==> config.mk <==
export PLATFORM = sky130hd
export DESIGN_NAME = cpu_top
export DESIGN_NICKNAME = d
export VERILOG_FILES = /design/src/verilog/cpu_pkg.sv /design/src/verilog/alu.sv /design/src/verilog/control_unit.sv /design/src/verilog/cpu_top.sv /design/src/verilog/pointer_unit.sv /design/src/verilog/reg_file.sv
export SDC_FILE = /design/constraint.sdc
export NUM_CORES = 1
export LEC_CHECK = 0
export BUFFER_PORTS_ARGS = -buffer_cell sky130_fd_sc_hd__buf_2
export CAP_MARGIN = 20
export CORE_MARGIN = 2
export CORE_UTILIZATION = 60
export DETAILED_ROUTE_END_ITERATION = 8
export PLACE_DENSITY = 0.79
export SETUP_SLACK_MARGIN = 0.2
export SLEW_MARGIN = 10
export SYNTH_ARGS = -nofsm -noshare
export SYNTH_HDL_FRONTEND = slang
export SYNTH_SLANG_ARGS = --single-unit
==> constraint.sdc <==
create_clock -name clk_i -period 12.06 [get_ports clk_i]
set_input_delay 0.603 -clock clk_i [delete_from_list [all_inputs] [get_ports clk_i]]
set_output_delay 0.603 -clock clk_i [all_outputs]
set_load 0.01 [all_outputs]
==> src/verilog/cpu_pkg.sv <==
package cpu_pkg;

    // ==============================
    // instruction encoding
    // ==============================
    // ALU : 0 oooo d rr   d=0 A=op(A,r), d=1 r=op(r,A)
    // LD  : 1 00 xxx rr   [DP] -> r
    // ST  : 1 01 xxxx s   s -> [DP]
    // LDI : 1 10 xxx rr   [IP+1] -> r
    // Jc  : 1 11 x0 i ff  jump if flag[ff] ^ i
    // JMP : 1 11 x10 xx
    // NOP : 1 11 x11 xx

    localparam logic [1:0] KIND_LD  = 2'b00;
    localparam logic [1:0] KIND_ST  = 2'b01;
    localparam logic [1:0] KIND_LDI = 2'b10;
    localparam logic [1:0] KIND_JMP = 2'b11;

    localparam logic [1:0] REG_A  = 2'd0;
    localparam logic [1:0] REG_B  = 2'd1;
    localparam logic [1:0] REG_PL = 2'd2; // DP low byte
    localparam logic [1:0] REG_PH = 2'd3; // DP high byte

    localparam logic [3:0] ALU_ADD = 4'b0000;
    localparam logic [3:0] ALU_ADC = 4'b0001;
    localparam logic [3:0] ALU_SUB = 4'b0010;
    localparam logic [3:0] ALU_SBC = 4'b0011;
    localparam logic [3:0] ALU_AND = 4'b0100;
    localparam logic [3:0] ALU_OR  = 4'b0101;
    localparam logic [3:0] ALU_XOR = 4'b0110;
    localparam logic [3:0] ALU_NOT = 4'b0111;
    localparam logic [3:0] ALU_MOV = 4'b1000; // only op that leaves flags alone
    localparam logic [3:0] ALU_SHL = 4'b1001;
    localparam logic [3:0] ALU_SHR = 4'b1010;
    localparam logic [3:0] ALU_ROL = 4'b1011;
    localparam logic [3:0] ALU_ROR = 4'b1100;
    localparam logic [3:0] ALU_INC = 4'b1101;
    localparam logic [3:0] ALU_DEC = 4'b1110;
    localparam logic [3:0] ALU_CLR = 4'b1111;

    localparam logic [15:0] RESET_VECTOR = 16'h0000;

    // ==============================
    // types
    // ==============================
    typedef struct packed {
        logic       is_other; // 0 here
        logic [3:0] op;
        logic       dir;      // 1: result goes to r
        logic [1:0] idx;      // register index
    } alu_form_t;

    // low five bits of a non-ALU instruction
    typedef struct packed {
        logic       rsvd;
        logic       mode;     // 1: JMP/NOP
        logic       inv;      // invert condition
        logic [1:0] idx;      // flag index, or register for LD/LDI/ST
    } oth_rem_t;

    typedef struct packed {
        logic       is_other; // 1 here
        logic [1:0] kind;
        oth_rem_t   rem;
    } oth_form_t;

    typedef union packed {
        alu_form_t alu_view;
        oth_form_t oth_view;
    } instr_u;

    // bit 0 is z, up to v at bit 3
    typedef struct packed {
        logic v;
        logic n;
        logic c;
        logic z;
    } flags_t;

    typedef struct packed {
        logic       ir_we;    // latch IR
        logic       inc_ip;
        logic       swap_p;   // exchange IP and DP
        logic       addr_dp;  // address from DP instead of IP
        logic       mem_rd;
        logic       mem_we;
        logic       reg_we;
        logic [1:0] reg_sel;  // A, B, PL, PH
        logic       src_mem;  // write-back from memory, else ALU
        logic       flags_we;
        logic [3:0] alu_op;
        logic [1:0] opb_sel;  // ALU operand register
        logic       alu_swap; // d = op(d, A) form
        logic       st_sel;   // store A (0) or B (1)
    } ctrl_t;

    typedef struct packed {
        logic [15:0] addr;
        logic        rd;
        logic        we;
        logic [7:0]  wdata;
    } mem_req_t;

endpackage

==> src/verilog/alu.sv <==
module alu (
    input  logic [3:0]      op_i,
    input  logic [7:0]      a_i,
    input  logic [7:0]      b_i,
    input  logic            carry_i,
    output logic [7:0]      res_o,
    output cpu_pkg::flags_t flags_o
);
    import cpu_pkg::*;

    logic [7:0] arg;    // second operand or 1 for inc/dec
    logic [8:0] wide;   // sum with carry or borrow on top
    logic       arith;  // add/sub family
    logic       is_sub;
    logic       c_out;
    logic       v_out;

    assign arg = (op_i == ALU_INC || op_i == ALU_DEC) ? 8'h01 : b_i;

    always_comb begin
        wide   = '0;
        arith  = 1'b0;
        is_sub = 1'b0;
        res_o  = '0;
        c_out  = carry_i;   // logic ops pass carry through
        unique case (op_i)
            ALU_ADD, ALU_INC: begin
                arith = 1'b1;
                wide  = {1'b0, a_i} + {1'b0, arg};
            end
            ALU_ADC: begin
                arith = 1'b1;
                wide  = {1'b0, a_i} + {1'b0, arg} + {8'h00, carry_i};
            end
            ALU_SUB, ALU_DEC: begin
                arith  = 1'b1;
                is_sub = 1'b1;
                wide   = {1'b0, a_i} - {1'b0, arg};  // bit 8 is borrow
            end
            ALU_SBC: begin
                arith  = 1'b1;
                is_sub = 1'b1;
                wide   = {1'b0, a_i} - {1'b0, arg} - {8'h00, carry_i};
            end
            ALU_AND: res_o = a_i & b_i;
            ALU_OR:  res_o = a_i | b_i;
            ALU_XOR: res_o = a_i ^ b_i;
            ALU_NOT: res_o = ~a_i;
            ALU_MOV: res_o = b_i;
            ALU_SHL: begin
                res_o = {a_i[6:0], 1'b0};
                c_out = a_i[7];
            end
            ALU_SHR: begin
                res_o = {1'b0, a_i[7:1]};
                c_out = a_i[0];
            end
            ALU_ROL: begin
                res_o = {a_i[6:0], a_i[7]};
                c_out = a_i[7];
            end
            ALU_ROR: begin
                res_o = {a_i[0], a_i[7:1]};
                c_out = a_i[0];
            end
            ALU_CLR: c_out = 1'b0;
        endcase
        if (arith) begin
            res_o = wide[7:0];
            c_out = wide[8];
        end
    end

    // signed overflow when the sign of a flips against the operand sign rule
    assign v_out = arith & (a_i[7] ^ res_o[7])
                 & (is_sub ? (a_i[7] ^ arg[7]) : ~(a_i[7] ^ arg[7]));

    assign flags_o = '{v: v_out, n: res_o[7], c: c_out, z: (res_o == 8'h00)};

endmodule

==> src/verilog/control_unit.sv <==
module control_unit (
    input  logic            clk_i,
    input  logic            rst_n_i,
    input  logic            mem_rdy_i,   // level that holds everything when low
    input  logic [7:0]      mem_rdata_i,
    input  cpu_pkg::flags_t flags_i,
    output cpu_pkg::ctrl_t  ctrl_o
);
    import cpu_pkg::*;

    instr_u ir;          // current instruction
    logic   cycle;       // 0 fetch, 1 execute
    logic   supercycle;  // second pass of LDI

    // decoded instruction
    logic       is_alu;
    logic       op_ld;
    logic       op_st;
    logic       op_ldi;
    logic       op_jmp;
    logic [3:0] flag_vec;
    logic       flag_sel;
    logic       taken;   // jump condition met
    logic       do_swap;

    // ==============================
    // sequencing
    // ==============================
    always_ff @(posedge clk_i) begin
        if (!rst_n_i) begin
            ir         <= '0;
            cycle      <= 1'b0;
            supercycle <= 1'b0;
        end else if (mem_rdy_i) begin
            cycle <= ~cycle;
            if (ctrl_o.ir_we) begin
                ir <= mem_rdata_i;
            end
            // LDI goes round once more after execute
            if (cycle) begin
                supercycle <= op_ldi & ~supercycle;
            end
        end
    end

    // ==============================
    // decode
    // ==============================
    assign is_alu = ~ir.alu_view.is_other;
    assign op_ld  = ir.oth_view.is_other & (ir.oth_view.kind == KIND_LD);
    assign op_st  = ir.oth_view.is_other & (ir.oth_view.kind == KIND_ST);
    assign op_ldi = ir.oth_view.is_other & (ir.oth_view.kind == KIND_LDI);
    assign op_jmp = ir.oth_view.is_other & (ir.oth_view.kind == KIND_JMP);

    // four-way flag select then invert
    assign flag_vec = flags_i;
    assign flag_sel = flag_vec[ir.oth_view.rem.idx];
    assign taken    = ir.oth_view.rem.mode ? ~ir.oth_view.rem.inv
                                           : (flag_sel ^ ir.oth_view.rem.inv);
    assign do_swap  = cycle & op_jmp & taken;

    always_comb begin
        ctrl_o = '0;

        // ALU fields straight from IR
        ctrl_o.alu_op   = ir.alu_view.op;
        ctrl_o.opb_sel  = ir.alu_view.idx;
        ctrl_o.alu_swap = ir.alu_view.dir;
        ctrl_o.st_sel   = ir.oth_view.rem.idx[0];
        ctrl_o.src_mem  = ~is_alu;        // LD and LDI load from memory

        ctrl_o.ir_we   = ~cycle & ~supercycle;   // plain fetch only
        ctrl_o.mem_rd  = ~cycle | op_ld;
        ctrl_o.mem_we  = cycle & op_st;
        ctrl_o.addr_dp = cycle & (op_ld | op_st);
        ctrl_o.swap_p  = do_swap;
        ctrl_o.inc_ip  = cycle & ~do_swap;       // every execute unless jumping

        if (cycle && is_alu) begin
            ctrl_o.reg_we   = 1'b1;
            ctrl_o.reg_sel  = ir.alu_view.dir ? ir.alu_view.idx : REG_A;
            ctrl_o.flags_we = (ir.alu_view.op != ALU_MOV);
        end else if ((cycle && op_ld) || (!cycle && supercycle && op_ldi)) begin
            ctrl_o.reg_we  = 1'b1;
            ctrl_o.reg_sel = ir.oth_view.rem.idx;
        end
    end

    // ==============================
    // checks
    // ==============================
    a_rd_we_excl : assert property (@(posedge clk_i) disable iff (!rst_n_i)
        !(ctrl_o.mem_rd && ctrl_o.mem_we));

    // second pass belongs to LDI and IR must not move under it
    a_super_ldi : assert property (@(posedge clk_i) disable iff (!rst_n_i)
        supercycle |-> op_ldi && $stable(ir));

    a_swap_inc_excl : assert property (@(posedge clk_i) disable iff (!rst_n_i)
        !(ctrl_o.swap_p && ctrl_o.inc_ip));

endmodule

==> src/verilog/cpu_top.sv <==
module cpu_top (
    input  logic              clk_i,
    input  logic              rst_n_i,
    input  logic [7:0]        mem_rdata_i,
    input  logic              mem_rdy_i,
    output cpu_pkg::mem_req_t mem_req_o
);
    import cpu_pkg::*;

    ctrl_t       ctrl;
    flags_t      flags;      // stored flags
    flags_t      alu_flags;  // flags from current ALU op
    logic [7:0]  reg_a;
    logic [7:0]  reg_b;
    logic [7:0]  pl;
    logic [7:0]  ph;
    logic [15:0] addr;
    logic [7:0]  opd;        // register picked by opb_sel
    logic [7:0]  alu_x;
    logic [7:0]  alu_y;
    logic [7:0]  alu_res;
    logic [7:0]  wb_data;
    logic [7:0]  st_data;

    control_unit u_ctrl (
        .clk_i       (clk_i),
        .rst_n_i     (rst_n_i),
        .mem_rdy_i   (mem_rdy_i),
        .mem_rdata_i (mem_rdata_i),
        .flags_i     (flags),
        .ctrl_o      (ctrl)
    );

    // ==============================
    // datapath muxes
    // ==============================
    always_comb begin
        unique case (ctrl.opb_sel)
            REG_A:  opd = reg_a;
            REG_B:  opd = reg_b;
            REG_PL: opd = pl;
            REG_PH: opd = ph;
        endcase
    end

    assign alu_x   = ctrl.alu_swap ? opd : reg_a;    // d = op(d, A)
    assign alu_y   = ctrl.alu_swap ? reg_a : opd;
    assign wb_data = ctrl.src_mem ? mem_rdata_i : alu_res;
    assign st_data = ctrl.st_sel ? reg_b : reg_a;

    alu u_alu (
        .op_i    (ctrl.alu_op),
        .a_i     (alu_x),
        .b_i     (alu_y),
        .carry_i (flags.c),
        .res_o   (alu_res),
        .flags_o (alu_flags)
    );

    reg_file u_regs (
        .clk_i       (clk_i),
        .rst_n_i     (rst_n_i),
        .ctrl_i      (ctrl),
        .mem_rdy_i   (mem_rdy_i),
        .wdata_i     (wb_data),
        .alu_flags_i (alu_flags),
        .a_o         (reg_a),
        .b_o         (reg_b),
        .flags_o     (flags)
    );

    pointer_unit u_ptrs (
        .clk_i     (clk_i),
        .rst_n_i   (rst_n_i),
        .ctrl_i    (ctrl),
        .mem_rdy_i (mem_rdy_i),
        .wdata_i   (wb_data),
        .addr_o    (addr),
        .pl_o      (pl),
        .ph_o      (ph)
    );

    // request is pure decode of state, so it holds through a stall
    assign mem_req_o = '{addr: addr, rd: ctrl.mem_rd, we: ctrl.mem_we, wdata: st_data};

endmodule

==> src/verilog/pointer_unit.sv <==
module pointer_unit (
    input  logic           clk_i,
    input  logic           rst_n_i,
    input  cpu_pkg::ctrl_t ctrl_i,
    input  logic           mem_rdy_i,
    input  logic [7:0]     wdata_i,   // write-back byte for PL/PH
    output logic [15:0]    addr_o,
    output logic [7:0]     pl_o,
    output logic [7:0]     ph_o
);
    import cpu_pkg::*;

    logic [15:0] ptr [2];  // IP and DP with roles set by sel
    logic        sel;      // which ptr is IP
    logic        dp_idx;
    logic [15:0] ip;
    logic [15:0] dp;
    logic        we_pl;
    logic        we_ph;

    assign dp_idx = ~sel;
    assign ip     = ptr[sel];
    assign dp     = ptr[dp_idx];

    assign we_pl = ctrl_i.reg_we & (ctrl_i.reg_sel == REG_PL);
    assign we_ph = ctrl_i.reg_we & (ctrl_i.reg_sel == REG_PH);

    // ==============================
    // pointer update
    // ==============================
    // on swap old IP+1 becomes DP (return address) and old DP becomes IP
    always_ff @(posedge clk_i) begin
        if (!rst_n_i) begin
            ptr[0] <= RESET_VECTOR;
            ptr[1] <= RESET_VECTOR;
            sel    <= 1'b0;         // ptr 0 starts as IP
        end else if (mem_rdy_i) begin
            if (ctrl_i.inc_ip || ctrl_i.swap_p) begin
                ptr[sel] <= ip + 16'd1;
            end
            if (ctrl_i.swap_p) begin
                sel <= ~sel;
            end
            if (we_pl) begin
                ptr[dp_idx][7:0] <= wdata_i;
            end
            if (we_ph) begin
                ptr[dp_idx][15:8] <= wdata_i;
            end
        end
    end

    assign addr_o = ctrl_i.addr_dp ? dp : ip;
    assign pl_o   = dp[7:0];
    assign ph_o   = dp[15:8];

endmodule

==> src/verilog/reg_file.sv <==
module reg_file (
    input  logic            clk_i,
    input  logic            rst_n_i,
    input  cpu_pkg::ctrl_t  ctrl_i,
    input  logic            mem_rdy_i,
    input  logic [7:0]      wdata_i,     // write-back byte
    input  cpu_pkg::flags_t alu_flags_i,
    output logic [7:0]      a_o,
    output logic [7:0]      b_o,
    output cpu_pkg::flags_t flags_o
);
    import cpu_pkg::*;

    logic we_a;
    logic we_b;

    // PL/PH writes land in the pointer unit
    assign we_a = ctrl_i.reg_we & (ctrl_i.reg_sel == REG_A);
    assign we_b = ctrl_i.reg_we & (ctrl_i.reg_sel == REG_B);

    // ==============================
    // accumulators and flags
    // ==============================
    always_ff @(posedge clk_i) begin
        if (!rst_n_i) begin
            a_o     <= '0;
            b_o     <= '0;
            flags_o <= '0;
        end else if (mem_rdy_i) begin   // stall freezes all
            if (we_a) begin
                a_o <= wdata_i;
            end
            if (we_b) begin
                b_o <= wdata_i;
            end
            if (ctrl_i.flags_we) begin
                flags_o <= alu_flags_i;
            end
        end
    end

    // ALU execute and store execute are different instructions
    a_flags_no_store : assert property (@(posedge clk_i) disable iff (!rst_n_i)
        !(ctrl_i.flags_we && ctrl_i.mem_we));

endmodule
==> results_dict.tcl, run 1 <==
set metrics [dict create \
    finalWeightedCongestion 1.017 \
    clkLatencyLatePin_ns 0.35 \
    fin_crit_sh_pct 48.61 \
    vias 6652 \
    grt_pass1_vias 6126 \
    power.internal_mw 0.4952 \
    critPathMaxFanout 28 \
    crit_arrival_ns 5.93 \
    place_hpwl_um 16180 \
    hold-path-endpoint "u_regs.flags_o[0]$_SDFFE_PN0P_" \
    maxCapViolCount 0 \
    hold_viol 0 \
    ctsHoldBuffers 0 \
    rows 38 \
    rr_endpoint "u_ptrs.ptr[0][14]$_DFFE_PP_" \
    setup_viol 0 \
    ys.flop_type "edfxtp_1" \
    gr-total-overflow 0 \
    postCtsSetupBuffers 0 \
    ys_types 90 \
    finalSetupTns_ns 0 \
    drc_errors 0 \
    p_seq_share_pct 31.6 \
    maxSlewViolCount 0 \
    p_leak_nw 2.689 \
    ctsResizeCount 0 \
    place_area_um2 6879 \
    sw_frac_of_total_pct 39.48 \
    cts_buffers 9 \
    pin_count 37 \
    hp-class "reg2reg" \
    die_area_um2 12030 \
    worstSetupStartpointType "flip-flop" \
    drt_iter0_drc 835 \
    ys_ff_latch 64 \
    synthesis.area_um2 6699 \
    chipHeight_um 109.7 \
    grt_start_max_net_pins 38 \
    worst_slew_pin_slew_ns 1.017 \
    port_buffers 36 \
    setup_ws_ns 6.198 \
    ant_nets 0 \
    clockBufferDepth 2 \
    ctsRootBufferMaster "clkbuf_8" \
    ctsHtreeMaxLevel 3 \
    status "finished, final reports clean" \
    vias_per_cell 6.893 \
    nets 870 \
    start_util_pct 61.53 \
    synth_edf_count 32 \
    min_path_cells 2 \
    r2r-start "u_ctrl.ir[1]$_SDFFE_PN0P_" \
    cts_sinks 64 \
    rsz0062_at_grt "false" \
    async_flop_share_pct 0 \
    synthCells 814 \
    skew_ns 0.01015 \
    first_pass_iters 6 \
    area_growth_syn_to_layout_pct 6.201 \
    avgSynthCellArea_um2 8.230 \
    r2r_slack_ns 6.20 \
    fmax_mhz 170.6 \
    ys_seq_area_share_pct 23.91 \
    syn_nets 864 \
    wirelength_um 21480 \
    drive_above_1_share_pct 13.82 \
    grt_first_pass_wirelength_um 33090 \
    power-per-cell-area_nw_per_um2 115.0 \
    design_area_um2 7114 \
    reg2reg_depth 13 \
    coreArea_um2 10890 \
    cts_tree "yes" \
    whs_ns 0.4815 \
    worstSetupEndpointType "flip-flop" \
    relSlewSlack_pct 30.26 \
    worst-setup-path-type "reg2reg" \
    p_comb_share_pct 41.1 \
    ir_drop_mv 0.08165 \
    min_from "u_regs.flags_o[0]$_SDFFE_PN0P_" \
    die-width_um 109.7 \
    period_minus_slack_ns 5.862 \
    crit_required_ns 12.13 \
    clk_pin_slew_ns 0.08 \
    antenna_found_initial 1 \
    yosysWarnings 0 \
    wl_per_cell_um 22.26 \
    switching_power_mw 0.3230 \
    track_usage_pct 36.47 \
    clockPowerShare_pct 27.3 \
    diodes 0 \
    place_ws_ns 6.416 \
]
==> per-layer routing <==
metal | routed length, um | GRT usage, % | share of wire [%]
met5 | 11 | 0 | 0.051
met4 | 703 | 12.12 | 3.3
met1 | 8752 | 49.02 | 41
met2 | 9569 | 56.97 | 45
met3 | 2445 | 9.662 | 11
==> cell usage after synthesis, types with 30 or more instances <==
cell type	number	area (um^2)
inv_1	47	176.4
edfxtp_1	32	960.9
nand3_1	32	160.2
a21oi_1	41	205.2
nor2_1	60	225.2
ha_1	37	462.9
nand2_1	67	251.5
dfxtp_1	32	640.6
mux2i_1	43	430.4
o22ai_1	42	262.8
o21ai_0	30	150.1
==> cell usage in the layout (no fill, tap or decap), types with 9 or more instances in the layout <==
| cell | synthesis | layout |
|---|---|---|
| nand2_1 | 67 | 67 |
| nor2_1 | 60 | 60 |
| inv_1 | 47 | 47 |
| mux2i_1 | 43 | 43 |
| o22ai_1 | 42 | 42 |
| a21oi_1 | 41 | 41 |
| ha_1 | 37 | 37 |
| buf_2 | 13 | 36 |
| nand3_1 | 32 | 32 |
| dfxtp_1 | 32 | 32 |
| edfxtp_1 | 32 | 32 |
| o21ai_0 | 30 | 30 |
| mux2_2 | 23 | 23 |
| xnor2_1 | 19 | 19 |
| nor3_1 | 18 | 18 |
| nand2b_1 | 16 | 16 |
| xor2_1 | 16 | 16 |
| nor2b_1 | 14 | 14 |
| buf_4 | 5 | 12 |
| and2_1 | 10 | 10 |
| clkbuf_8 | 0 | 9 |
==> cell type report <==
type,count,area [um^2]
clock buffers,10,127.6
clock inverters,6,107.6
fillers,897,3774
inverters,50,187.7
multi-input cells,647,4644
flip-flops and latches,64,1602
well taps,140,175.2
repair buffers,48,270.3
==> worst max-delay path: stages, from the launching register on <==
cell	delay (ns)
dfxtp_1	0.94
o21a_1	0.36
nor2_1	0.16
a21oi_1	0.68
inv_1	0.20
fa_1	0.56
or2_2	0.34
a2111oi_0	0.77
a211oi_1	0.17
nand2_1	0.12
mux2i_1	0.07
or4_1	0.67
mux2i_4	0.39
o22ai_1	0.15
==> power groups by stage <==
| stage | registers [mW] | clock network (mW) | logic (mW) |
|---|---|---|---|
| floorplan | 0.250 | 0 | 0.246 |
| global placement | 0.262 | 0 | 0.316 |
| detailed placement | 0.262 | 0 | 0.322 |
| CTS | 0.258 | 0.223 | 0.325 |
| global route | 0.260 | 0.231 | 0.362 |
| finish | 0.259 | 0.223 | 0.336 |
==> registers in the layout, indices dropped and copies added, names as in the netlist, named ones only <==
| register | cells |
|---|---|
| u_ctrl.cycle | 1 |
| u_regs.flags_o | 4 |
| u_ptrs.sel | 1 |
| u_ctrl.supercycle | 1 |
| u_ctrl.ir | 8 |
| u_ptrs.ptr | 32 |
| u_regs.a_o | 8 |
| u_regs.b_o | 8 |
==> through the flow <==
stage	util [%]	power, mW	std cells
after floorplan	-	0.4965	814
after global placement	63.11	0.5779	948
after detailed placement	63.18	0.5843	949
after CTS	65.34	0.8054	965
after global routing	65.34	0.8538	965
final	65.34	0.8182	965
==> worst max-delay path by stage <==
stage / startpoint / to / slack, ns / cells after the start
global route: u_ctrl.ir[1]$_SDFFE_PN0P_ / u_ptrs.ptr[1][7]$_DFFE_PP_ / 5.97 / 13
global placement: u_ctrl.ir[1]$_SDFFE_PN0P_ / u_ptrs.ptr[1][14]$_DFFE_PP_ / 6.52 / 12
finish: u_ctrl.ir[1]$_SDFFE_PN0P_ / u_ptrs.ptr[0][14]$_DFFE_PP_ / 6.20 / 13
floorplan: u_ptrs.sel$_SDFFE_PN0P_ / u_regs.flags_o[0]$_SDFFE_PN0P_ / 7.83 / 17
CTS: u_ctrl.ir[1]$_SDFFE_PN0P_ / u_ptrs.ptr[0][14]$_DFFE_PP_ / 6.40 / 12
detailed placement: u_ctrl.ir[1]$_SDFFE_PN0P_ / u_ptrs.ptr[0][14]$_DFFE_PP_ / 6.42 / 12
==> cell families (layout without fill, tap and decap cells) <==
| family | after synthesis | in the layout | synth area share (%) |
|---|---|---|---|
| AO/OA/AOI/OAI | 222 | 222 | 23.61 |
| XOR/XNOR | 36 | 36 | 4.819 |
| adder cells (fa/ha/maj) | 39 | 39 | 7.508 |
| buffers and inverters | 103 | 114 | 6.761 |
| flip-flops | 64 | 64 | 23.91 |
| multiplexers | 75 | 75 | 12.57 |
| AND/OR/NAND/NOR | 275 | 275 | 20.83 |
(Power assumes the default switching activity.)
==> inputs of run 2 (changes only) <==
--- a/config.mk
+++ b/config.mk
@@ -5,12 +5,13 @@
 export SDC_FILE = /design/constraint.sdc
 export NUM_CORES = 1
 export LEC_CHECK = 0
+export ABC_AREA = 1
 export BUFFER_PORTS_ARGS = -buffer_cell sky130_fd_sc_hd__buf_2
 export CAP_MARGIN = 20
 export CORE_MARGIN = 2
-export CORE_UTILIZATION = 60
+export CORE_UTILIZATION = 57
 export DETAILED_ROUTE_END_ITERATION = 8
-export PLACE_DENSITY = 0.79
+export PLACE_DENSITY = 0.78
 export SETUP_SLACK_MARGIN = 0.2
 export SLEW_MARGIN = 10
 export SYNTH_ARGS = -nofsm -noshare
==> constraint.sdc (replaced) <==
create_clock -name clk_i -period 5.13 [get_ports clk_i]
set_input_delay 0.2565 -clock clk_i [delete_from_list [all_inputs] [get_ports clk_i]]
set_output_delay 0.2565 -clock clk_i [all_outputs]
set_load 0.01 [all_outputs]
==> results_dict.tcl, run 2 <==
set metrics [dict create \
    cts_sinks 64 \
    p_leak_nw 3.222 \
    synthesis.area_um2 6430 \
    ant_nets 0 \
    die_area_um2 12150 \
    ys.flop_type "edfxtp_1" \
    status "finished, final reports clean" \
    finalWeightedCongestion 0.9690 \
    rsz0062_at_grt "false" \
    hold_viol 0 \
    vias 6857 \
    maxCapViolCount 0 \
    cts_tree "yes" \
    rows 38 \
    area_growth_syn_to_layout_pct 7.861 \
    clockBufferDepth 2 \
    drive_above_1_share_pct 13.78 \
    stdcell_count 1163 \
    finalSetupTns_ns 0 \
    start_util_pct 58.80 \
    synthTopCellsByArea "nand2_1 16%, edfxtp_1 15%, dfxtp_1 10%" \
    worst-setup-path-type "reg2reg" \
    relSlewSlack_pct 38.27 \
    syn_nets 1049 \
    final_cell_mix "278 x nand2_1, 116 x inv_1, 86 x nand3_1, 83 x o21ai_0, 69 x nor2_1" \
    die-width_um 110.2 \
    clk_pin_slew_ns 0.06 \
    fin_crit_sh_pct 83.99 \
    worstSetupEndpointType "flip-flop" \
    yosysWarnings 0 \
    pin_count 37 \
    skew_ns 0.007340 \
    coreArea_um2 10940 \
    dp_cells 1147 \
    drc_errors 0 \
    synth_top_area_share_pct 16.23 \
    port_buffers 36 \
    wirelength_um 19680 \
    period_minus_slack_ns 4.309 \
    async_flop_share_pct 0 \
    avgSynthCellArea_um2 6.436 \
    synthCells 999 \
    largest-register "u_ptrs.ptr" \
    diodes 0 \
    antenna_found_initial 0 \
    regArea_um2 1602 \
    multi_input_area_um2 4109 \
    synth_common_cells "278 x nand2_1, 116 x inv_1, 86 x nand3_1" \
    ys_seq_area_share_pct 24.91 \
    chipHeight_um 110.2 \
    ys_ff_latch 64 \
    first_pass_iters 6 \
    setup_viol 0 \
    worstSetupStartpointType "flip-flop" \
    ctsHoldBuffers 0 \
    gr-total-overflow 0 \
    worst_slew_pin_slew_ns 0.9198 \
    ctsRootBufferMaster "clkbuf_16" \
    hp-class "in2reg" \
    maxSlewViolCount 0 \
    ir_drop_mv 0.1754 \
    fmax_mhz 232.1 \
    cts_buffers 9 \
    ctsResizeCount 0 \
    largest_reg_flops 32 \
    wl_per_cell_um 16.93 \
    grt_pass1_vias 6161 \
    track_usage_pct 33.87 \
    grt_first_pass_wirelength_um 31340 \
    critPathMaxFanout 16 \
    synth.most_common_cell "nand2_1" \
    reg2reg_depth 19 \
    ys_types 54 \
    synth_edf_count 32 \
    yosys.area.top_type "nand2_1" \
    nets 1068 \
    postCtsSetupBuffers 0 \
    final_common_cell "nand2_1" \
    ctsHtreeMaxLevel 3 \
    crit_arrival_ns 4.38 \
    power-per-cell-area_nw_per_um2 306.6 \
    clkLatencyLatePin_ns 0.34 \
    min_path_cells 3 \
    grt_start_max_net_pins 33 \
    vias_per_cell 5.896 \
    drt_iter0_drc 753 \
    fill_cells 1048 \
    crit_required_ns 5.20 \
    place_hpwl_um 15110 \
]
[run 2: cell type report]
| type | count | area share, % |
|---|---|---|
| tap | 140 | 2.526 |
| sequential | 64 | 23.09 |
| timing repair buffer | 41 | 3.139 |
| multi-input combinational | 762 | 59.25 |
| inverter | 140 | 7.577 |
| clock inverter | 6 | 0.9742 |
| clock buffer | 10 | 3.446 |
[run 2: critical path: stages, from the launching register on]
cell	delay, ns
dfxtp_1	0.62
inv_2	0.21
o21ai_0	0.23
nand3_1	0.14
nand2_1	0.08
nand2_1	0.06
nand2_1	0.11
inv_1	0.06
or2_2	0.28
ha_1	0.18
inv_1	0.10
fa_1	0.41
inv_1	0.10
ha_1	0.23
nand2_1	0.07
nor3b_1	0.15
nor3_1	0.31
nand3_1	0.22
mux2i_4	0.35
o22ai_1	0.12
[run 2: per-layer routing]
layer  up-vias  track usage [%]  routed length [um]
li1       3352                -                   -
met1      3107            46.39                8360
met2       355            53.37                8736
met3        43            7.584                2150
met4         0            10.36                 436
met5         -                0                   0
[run 2: path summary, 6_finish.rpt]
path,from,end,slack [ns]
setup / recovery,u_ctrl.ir[0]$_SDFFE_PN0P_,u_ptrs.ptr[1][2]$_DFFE_PP_,0.82
hold / removal,mem_rdata_i[7],u_ctrl.ir[7]$_SDFFE_PN0P_,0.26
setup reg to reg,u_ctrl.ir[0]$_SDFFE_PN0P_,u_ptrs.ptr[1][2]$_DFFE_PP_,0.82
hold reg to reg,u_regs.flags_o[0]$_SDFFE_PN0P_,u_regs.flags_o[0]$_SDFFE_PN0P_,0.49
[run 2: kinds of logic after synthesis]
kind of cell / after synthesis / share of synthesized area, %
XOR/XNOR: 9 / 1.343
AO/OA/AOI/OAI: 213 / 19.25
multiplexers: 2 / 0.5059
adder cells (fa/ha/maj): 39 / 7.822
AND/OR/NAND/NOR: 499 / 34.91
flip-flops: 64 / 24.91
buffers and inverters: 173 / 11.27
[run 2: report_power, final]
part           internal (mW)  switching, mW  total [mW]  leakage [nW]
Sequential             0.564         0.0245       0.588         0.593
Combinational          0.258          0.640       0.897          2.48
Clock                  0.391          0.250       0.641         0.145
Total                   1.21          0.914        2.13          3.22
[run 2: metrics by stage]
step	area (um^2)	utilization, %	hold WS, ns	total power, mW	worst slack [ns]
final	6935	63.42	0.2616	2.126	0.8215
after CTS	6935	63.42	0.2572	2.101	0.9168
after global placement	6629	60.62	0.4711	1.464	1.008
after detailed placement	6629	60.62	0.4748	1.471	0.9453
after global routing	6935	63.42	0.2733	2.254	0.4825
after floorplan	6430	-	0.4421	1.243	1.741
